`config.mk`:
```
export PLATFORM = sky130hd
export DESIGN_NAME = mem_access_top
export DESIGN_NICKNAME = d
export VERILOG_FILES = /design/src/logic/mem_pkg.sv /design/src/logic/mem_access_top.sv /design/src/logic/load_extract.sv /design/src/logic/mem_cmd_cntr.sv /design/src/logic/req_queue.sv
export SDC_FILE = /design/constraint.sdc
export NUM_CORES = 1
export LEC_CHECK = 0
export ABC_AREA = 0
export BUFFER_PORTS_ARGS = -buffer_cell sky130_fd_sc_hd__buf_2
export CORE_ASPECT_RATIO = 1.1
export CORE_MARGIN = 2
export CORE_UTILIZATION = 39
export DETAILED_ROUTE_END_ITERATION = 8
export GPL_TIMING_DRIVEN = 0
export PLACE_DENSITY_LB_ADDON = 0.25
export REMOVE_ABC_BUFFERS = 1
export SETUP_SLACK_MARGIN = 0.15
export SYNTH_ARGS = -nofsm -noshare
export SYNTH_HDL_FRONTEND = slang
export SYNTH_SLANG_ARGS = --single-unit
```
`constraint.sdc`:
```
create_clock -name clk -period 9.9 [get_ports clk]
set_input_delay 0.99 -clock clk [delete_from_list [all_inputs] [get_ports clk]]
set_output_delay 0.99 -clock clk [all_outputs]
set_load 0.03 [all_outputs]
```
`src/logic/mem_pkg.sv`:
```
package mem_pkg;

    // access opcodes seen on the core command port
    typedef enum logic [2:0] {
        op_lb  = 3'd0,
        op_lbu = 3'd1,
        op_lh  = 3'd2,
        op_lhu = 3'd3,
        op_lw  = 3'd4,
        op_sb  = 3'd5,
        op_sh  = 3'd6,
        op_sw  = 3'd7
    } mem_op_t;

    typedef struct packed {
        mem_op_t     op;
        logic [31:0] addr;
        logic [31:0] wdata;
    } core_cmd_t;

    // addr is word aligned here, the low bits travel in byte_off
    typedef struct packed {
        logic        wen;
        logic [31:0] addr;
        logic [3:0]  wstrb;
        logic [31:0] wdata;
        mem_op_t     op;
        logic [1:0]  byte_off;
    } d_request_t;

    typedef struct packed {
        logic [31:0] addr;
        logic [31:0] rdata;
        mem_op_t     op;
    } d_response_t;

    typedef struct packed {
        logic        wen;
        logic [31:0] addr;
        logic [3:0]  wstrb;
        logic [31:0] wdata;
    } mem_req_t;

    typedef enum logic [1:0] {
        wait_cmd,
        wait_ready,
        wait_read_valid
    } ctrl_state_t;

endpackage
```
`src/logic/mem_access_top.sv`:
```
module mem_access_top
    import mem_pkg::*;
#(
    parameter int QUEUE_DEPTH = 4
) (
    input  logic        clk,
    input  logic        rst_n,
    input  logic        cmd_valid,
    input  core_cmd_t   cmd,
    output logic        cmd_ready,
    output logic        mem_req_valid,
    output mem_req_t    mem_req,
    input  logic        mem_req_ready,
    input  logic        mem_resp_valid,
    input  logic [31:0] mem_resp_rdata,
    output logic        ld_valid,
    output logic [31:0] ld_addr,
    output logic [31:0] ld_data
);

    logic        req_valid;
    logic        req_ready;
    d_request_t  req;
    logic        dresp_valid;
    d_response_t dresp;

    req_queue #(
        .QUEUE_DEPTH (QUEUE_DEPTH)
    ) u_req_queue (
        .clk       (clk),
        .rst_n     (rst_n),
        .cmd_valid (cmd_valid),
        .cmd       (cmd),
        .cmd_ready (cmd_ready),
        .req_valid (req_valid),
        .req       (req),
        .req_ready (req_ready)
    );

    mem_cmd_cntr u_mem_cmd_cntr (
        .clk            (clk),
        .rst_n          (rst_n),
        .req_valid      (req_valid),
        .req            (req),
        .req_ready      (req_ready),
        .mem_req_valid  (mem_req_valid),
        .mem_req        (mem_req),
        .mem_req_ready  (mem_req_ready),
        .mem_resp_valid (mem_resp_valid),
        .mem_resp_rdata (mem_resp_rdata),
        .dresp_valid    (dresp_valid),
        .dresp          (dresp)
    );

    load_extract u_load_extract (
        .clk         (clk),
        .rst_n       (rst_n),
        .dresp_valid (dresp_valid),
        .dresp       (dresp),
        .ld_valid    (ld_valid),
        .ld_addr     (ld_addr),
        .ld_data     (ld_data)
    );

endmodule

```
`src/logic/load_extract.sv`:
```
module load_extract
    import mem_pkg::*;
(
    input  logic        clk,
    input  logic        rst_n,
    input  logic        dresp_valid,
    input  d_response_t dresp,
    output logic        ld_valid,
    output logic [31:0] ld_addr,
    output logic [31:0] ld_data
);

    d_response_t resp_q;
    logic [7:0]  sel_byte;
    logic [15:0] sel_half;

    always_ff @(posedge clk) begin
        if (!rst_n) begin
            ld_valid <= 1'b0;
        end else begin
            ld_valid <= dresp_valid;
        end
    end

    always_ff @(posedge clk) begin
        if (dresp_valid) begin
            resp_q <= dresp;
        end
    end

    always_comb begin
        case (resp_q.addr[1:0])
            2'd0:    sel_byte = resp_q.rdata[7:0];
            2'd1:    sel_byte = resp_q.rdata[15:8];
            2'd2:    sel_byte = resp_q.rdata[23:16];
            default: sel_byte = resp_q.rdata[31:24];
        endcase
    end

    // matches the lane pair the queue uses for halfword stores
    assign sel_half = resp_q.addr[1] ? resp_q.rdata[31:16] : resp_q.rdata[15:0];

    always_comb begin
        case (resp_q.op)
            op_lb:   ld_data = {{24{sel_byte[7]}}, sel_byte};
            op_lbu:  ld_data = {24'd0, sel_byte};
            op_lh:   ld_data = {{16{sel_half[15]}}, sel_half};
            op_lhu:  ld_data = {16'd0, sel_half};
            default: ld_data = resp_q.rdata;
        endcase
    end

    assign ld_addr = resp_q.addr;

endmodule

```
`src/logic/mem_cmd_cntr.sv`:
```
module mem_cmd_cntr
    import mem_pkg::*;
(
    input  logic        clk,
    input  logic        rst_n,
    input  logic        req_valid,
    input  d_request_t  req,
    output logic        req_ready,
    output logic        mem_req_valid,
    output mem_req_t    mem_req,
    input  logic        mem_req_ready,
    input  logic        mem_resp_valid,
    input  logic [31:0] mem_resp_rdata,
    output logic        dresp_valid,
    output d_response_t dresp
);

    ctrl_state_t state;
    ctrl_state_t issue_state;
    d_request_t  saved_req;
    logic        take;

    function automatic mem_req_t to_mem(input d_request_t r);
        mem_req_t m;
        m.wen   = r.wen;
        m.addr  = r.addr;
        m.wstrb = r.wstrb;
        m.wdata = r.wdata;
        return m;
    endfunction

    // the live request drives memory except while a stalled one is held
    always_comb begin
        req_ready     = 1'b0;
        mem_req_valid = 1'b0;
        mem_req       = to_mem(req);
        case (state)
            wait_cmd: begin
                req_ready     = 1'b1;
                mem_req_valid = req_valid;
            end
            wait_ready: begin
                mem_req_valid = 1'b1;
                mem_req       = to_mem(saved_req);
            end
            wait_read_valid: begin
                // a new request may go out in the same cycle the read returns
                req_ready     = mem_resp_valid;
                mem_req_valid = req_valid && mem_resp_valid;
            end
            default: begin
                req_ready     = 1'b0;
                mem_req_valid = 1'b0;
            end
        endcase
    end

    assign take = req_valid && req_ready;

    always_comb begin
        if (!mem_req_ready) begin
            issue_state = wait_ready;
        end else if (req.wen) begin
            issue_state = wait_cmd;
        end else begin
            issue_state = wait_read_valid;
        end
    end

    always_ff @(posedge clk) begin
        if (!rst_n) begin
            state <= wait_cmd;
        end else begin
            case (state)
                wait_cmd: begin
                    if (take) begin
                        state <= issue_state;
                    end
                end
                wait_ready: begin
                    if (mem_req_ready) begin
                        state <= saved_req.wen ? wait_cmd : wait_read_valid;
                    end
                end
                wait_read_valid: begin
                    if (mem_resp_valid) begin
                        state <= take ? issue_state : wait_cmd;
                    end
                end
                default: begin
                    state <= wait_cmd;
                end
            endcase
        end
    end

    // holds the request through a stall and keeps op and address for the read
    always_ff @(posedge clk) begin
        if (take) begin
            saved_req <= req;
        end
    end

    assign dresp_valid = (state == wait_read_valid) && mem_resp_valid;
    assign dresp.addr  = {saved_req.addr[31:2], saved_req.byte_off};
    assign dresp.rdata = mem_resp_rdata;
    assign dresp.op    = saved_req.op;

endmodule

```
`src/logic/req_queue.sv`:
```
module req_queue
    import mem_pkg::*;
#(
    parameter int QUEUE_DEPTH = 4
) (
    input  logic       clk,
    input  logic       rst_n,
    input  logic       cmd_valid,
    input  core_cmd_t  cmd,
    output logic       cmd_ready,
    output logic       req_valid,
    output d_request_t req,
    input  logic       req_ready
);

    localparam int PTR_W = $clog2(QUEUE_DEPTH);
    localparam logic [PTR_W:0] FULL_COUNT = (PTR_W + 1)'(QUEUE_DEPTH);

    d_request_t        entries [QUEUE_DEPTH];
    logic [PTR_W-1:0]  wr_ptr;
    logic [PTR_W-1:0]  rd_ptr;
    logic [PTR_W:0]    count;
    logic              push;
    logic              pop;
    d_request_t        push_req;

    // turns a core command into a lane-aligned memory request
    function automatic d_request_t convert(input core_cmd_t c);
        d_request_t r;
        logic [1:0] off;
        off        = c.addr[1:0];
        r.addr     = {c.addr[31:2], 2'b00};
        r.op       = c.op;
        r.byte_off = off;
        case (c.op)
            op_sb: begin
                r.wen   = 1'b1;
                r.wstrb = 4'b0001 << off;
                r.wdata = {4{c.wdata[7:0]}};
            end
            op_sh: begin
                // halfwords use the lane pair picked by bit 1 of the offset
                r.wen   = 1'b1;
                r.wstrb = 4'b0011 << {off[1], 1'b0};
                r.wdata = {2{c.wdata[15:0]}};
            end
            op_sw: begin
                r.wen   = 1'b1;
                r.wstrb = 4'b1111;
                r.wdata = c.wdata;
            end
            default: begin
                r.wen   = 1'b0;
                r.wstrb = 4'b0000;
                r.wdata = '0;
            end
        endcase
        return r;
    endfunction

    assign cmd_ready = count != FULL_COUNT;
    assign req_valid = count != '0;
    assign req       = entries[rd_ptr];

    assign push     = cmd_valid && cmd_ready;
    assign pop      = req_valid && req_ready;
    assign push_req = convert(cmd);

    always_ff @(posedge clk) begin
        if (push) begin
            entries[wr_ptr] <= push_req;
        end
    end

    // pointers wrap on their own since the depth is a power of two
    always_ff @(posedge clk) begin
        if (!rst_n) begin
            wr_ptr <= '0;
            rd_ptr <= '0;
            count  <= '0;
        end else begin
            if (push) begin
                wr_ptr <= wr_ptr + 1'b1;
            end
            if (pop) begin
                rd_ptr <= rd_ptr + 1'b1;
            end
            case ({push, pop})
                2'b10:   count <= count + 1'b1;
                2'b01:   count <= count - 1'b1;
                default: count <= count;
            endcase
        end
    end

endmodule

```
==> metrics <==
core area=0.0456 mm²; Final Total Pwr=6.24 mW; Hold Path End=u_load_extract.resp_q[1]$_DFFE_PN_; TritonCTS Buffers=47; nets=1251; Resized cells post-CTS=0; Vias=9061; Final min period=4.20 ns; layout cells sized above 1=41.3%; post-layout util=46.6%; FMAX=238 MHz; 1st-iter DRT viols=578; Max Transition Viols Final=0; GP Congestion=0.773; Layout Cells excl Fill=1766; Leakage=7.65 nW; Fin Hold WS=0.408 ns; maximum vdd drop=0.170 mV; crit end category=output port; total track usage=15.7%; Placed Area=0.0197 mm²; PD cells=294 mW/mm²; top cells by area, synth=edfxtp_1 71%, mux4_2 8.8%, mux2_4 5.4%; Clk pin slew, worst setup/hold paths=0.06 ns; count of different cell masters after synthesis=51; Via-to-Cell Ratio=5.13; Post-Synth Adder-Cell Area=0.460%; Yosys reg bits=439; post-synthesis sequential area ratio=72.7%; multiplexer area fraction after synthesis=16.7%; placed cells=1680; Clock Skews=0.0149 ns; cells on worst reg2reg path=9; Post-synth top cells=427 x edfxtp_1, 75 x nand2_1, 70 x mux4_2; first-pass GRT wire length=57100 µm; Critical Path Fanout Max=39; TritonCTS Sinks=439; IO buf count=237; Avg Synthesized Cell Area=19.6 µm²; Relative slew margins=14.9%; crit path max-delay cell type=nor3_1; Post-Synth XOR/XNOR Area=0.244%; r2r endpoint=u_req_queue.count[2]$_SDFFE_PN0P_; Antenna Nets Post-Route=0; Die Y-Extent=229 µm; worst-margin pin slew=1.28 ns; synth-to-layout area growth=18.2%; crit path launch type=register; Worst path max stage delay=1.03 ns; complex-gate fraction of the synthesized area=3.07%; Ports=240; CTS tree=done; HP Start=u_mem_cmd_cntr.dresp[1]$_DFFE_PP_; max cap viols=0; reg2reg setup slack=7.27 ns; clock root buffer=clkbuf_16; leading area contributor after synthesis=edfxtp_1; WP data arrival=3.21 ns; post-route design area=0.0212 mm²; count leader, synth=edfxtp_1; initial antenna violation count=4; number of global-route vias before repair=9424; reg2reg start=u_req_queue.count[0]$_SDFFE_PN0P_; final hold vios=0; Worst EP required=8.91 ns; largest net degree at the start of global routing=41; largest family of logic cells by synthesized area=multiplexers; worst hold path type=register to register; cell family with most CP delay=simple AND/OR/NAND/NOR gates; DP HPWL=22900 µm; RSZ-0062 raised after global routing=no; CP Buf/Inv Count=1; Die X=209 µm; Post-synth EDFFs=427; hold path depth=0; CTS Hold Bufs=0; worst skew pair latency=0.56 ns; pre-CTS WS=6.31 ns; die area=0.0478 mm²; # fillers=3973; CP cell instances=nor3_1, a22oi_1, o221ai_1, buf_2; top cell type's share of synthesized area=71.4%; Critical Setup Path Class=register to output port; clock tree buffer depth=3; asr flop ratio synth=0%; Synth Area in Simple Gates=3.36%; Mapped Area=0.0180 mm²; initial core utilization=39.4%; run status=completed; fin crit share=42.4%; Ys Warns=0; Overflow after GRT=0; # Post-CTS Setup Buffers=0; DRC=0; Sum Neg Setup Slack=0 ns; Setup WS post-layout=5.70 ns; count of final setup violators=0; CTS H-tree lvls=2; Primary FF master, synth=edfxtp_1; Routed WL=37700 µm; Row Count=82; TritonRoute pass-1 iters=5; synthesized instance count=916; DR WL/cell=21.4 µm
## how the worst max path moves through the flow
stage	startpoint	end	slack, ns	depth (start not counted)
final	u_load_extract.resp_q[2]$_DFFE_PN_	ld_data[2]	5.70	4
after global routing	u_load_extract.resp_q[2]$_DFFE_PN_	ld_data[2]	5.48	4
after CTS	u_load_extract.resp_q[2]$_DFFE_PN_	ld_data[2]	5.69	4
after global placement	mem_resp_valid	u_req_queue.count[2]$_SDFFE_PN0P_	-3.38	9
after floorplan	mem_resp_valid	u_req_queue.count[2]$_SDFFE_PN0P_	1.89	8
after detailed placement	cmd[64]	u_req_queue.entries[0][25]$_DFFE_PP_	6.31	4
## logic make-up (layout without fill, tap and decap cells)
logic type / after synthesis / after routing
other: 1 / 3
buffers and inverters: 91 / 351
AO/OA/AOI/OAI: 72 / 72
adder cells (fa/ha/maj): 6 / 6
AND/OR/NAND/NOR: 131 / 131
multiplexers: 171 / 171
flip-flops: 439 / 439
XOR/XNOR: 5 / 5
## per-layer routing
layer	up-vias	track usage [%]	wire [µm]
li1	4079	-	-
met2	250	26.9	18800
met1	4669	19.6	15900
met4	6	4.08	595
met3	57	4.46	2410
met5	-	0	31
## state kept, by name, summed over array words and instances (netlist names), named ones only
| signal | flops |
|---|---|
| u_load_extract.ld_addr | 32 |
| u_req_queue.count | 3 |
| u_req_queue.rd_ptr | 2 |
| u_load_extract.resp_q | 35 |
| u_load_extract.ld_valid | 1 |
| u_req_queue.entries | 288 |
| u_req_queue.wr_ptr | 2 |
| u_mem_cmd_cntr.dresp | 35 |
| u_mem_cmd_cntr.saved_req | 37 |
| u_mem_cmd_cntr.state | 2 |
## cell type report
class                      instances  area [µm²]  share of cell area, %
sequential                       439       13100                   61.6
timing repair buffer             255        1530                   7.20
clock buffer                      59        1260                   5.95
multi-input combinational        387        4320                   20.4
antenna                            1        2.50                 0.0118
clock inverter                    26         268                   1.26
inverter                          11        41.3                  0.194
tap                              588         736                   3.47
## where the power goes
part	internal (mW)	leakage, nW	switching (mW)
Combinational	0.751	2.84	1.07
Sequential	2.51	4.07	0.162
Clock	1.05	0.740	0.695
## cells in the final DEF, fill, tap and decap left out, types with 3 or more instances in the layout
| cell | instances |
|---|---|
| a21boi_0 | 27 |
| a21oi_1 | 3 |
| a221o_1 | 7 |
| a22o_1 | 7 |
| a22oi_1 | 7 |
| and2_1 | 10 |
| and3_4 | 4 |
| buf_16 | 7 |
| buf_2 | 237 |
| buf_6 | 7 |
| bufinv_16 | 6 |
| clkbuf_1 | 10 |
| clkbuf_16 | 49 |
| clkinv_1 | 17 |
| clkinv_2 | 3 |
| dfxtp_1 | 10 |
| edfxtp_1 | 427 |
| ha_1 | 5 |
| inv_1 | 9 |
| mux2_2 | 25 |
| mux2_4 | 65 |
| mux2i_1 | 8 |
| mux4_1 | 3 |
| mux4_2 | 70 |
| nand2_1 | 75 |
| nand3_1 | 3 |
| nor2_1 | 9 |
| nor2b_1 | 7 |
| nor3_1 | 9 |
| o21ai_0 | 6 |
| o221ai_1 | 7 |
| xnor2_1 | 3 |
Power figures use the tool's default switching activity.
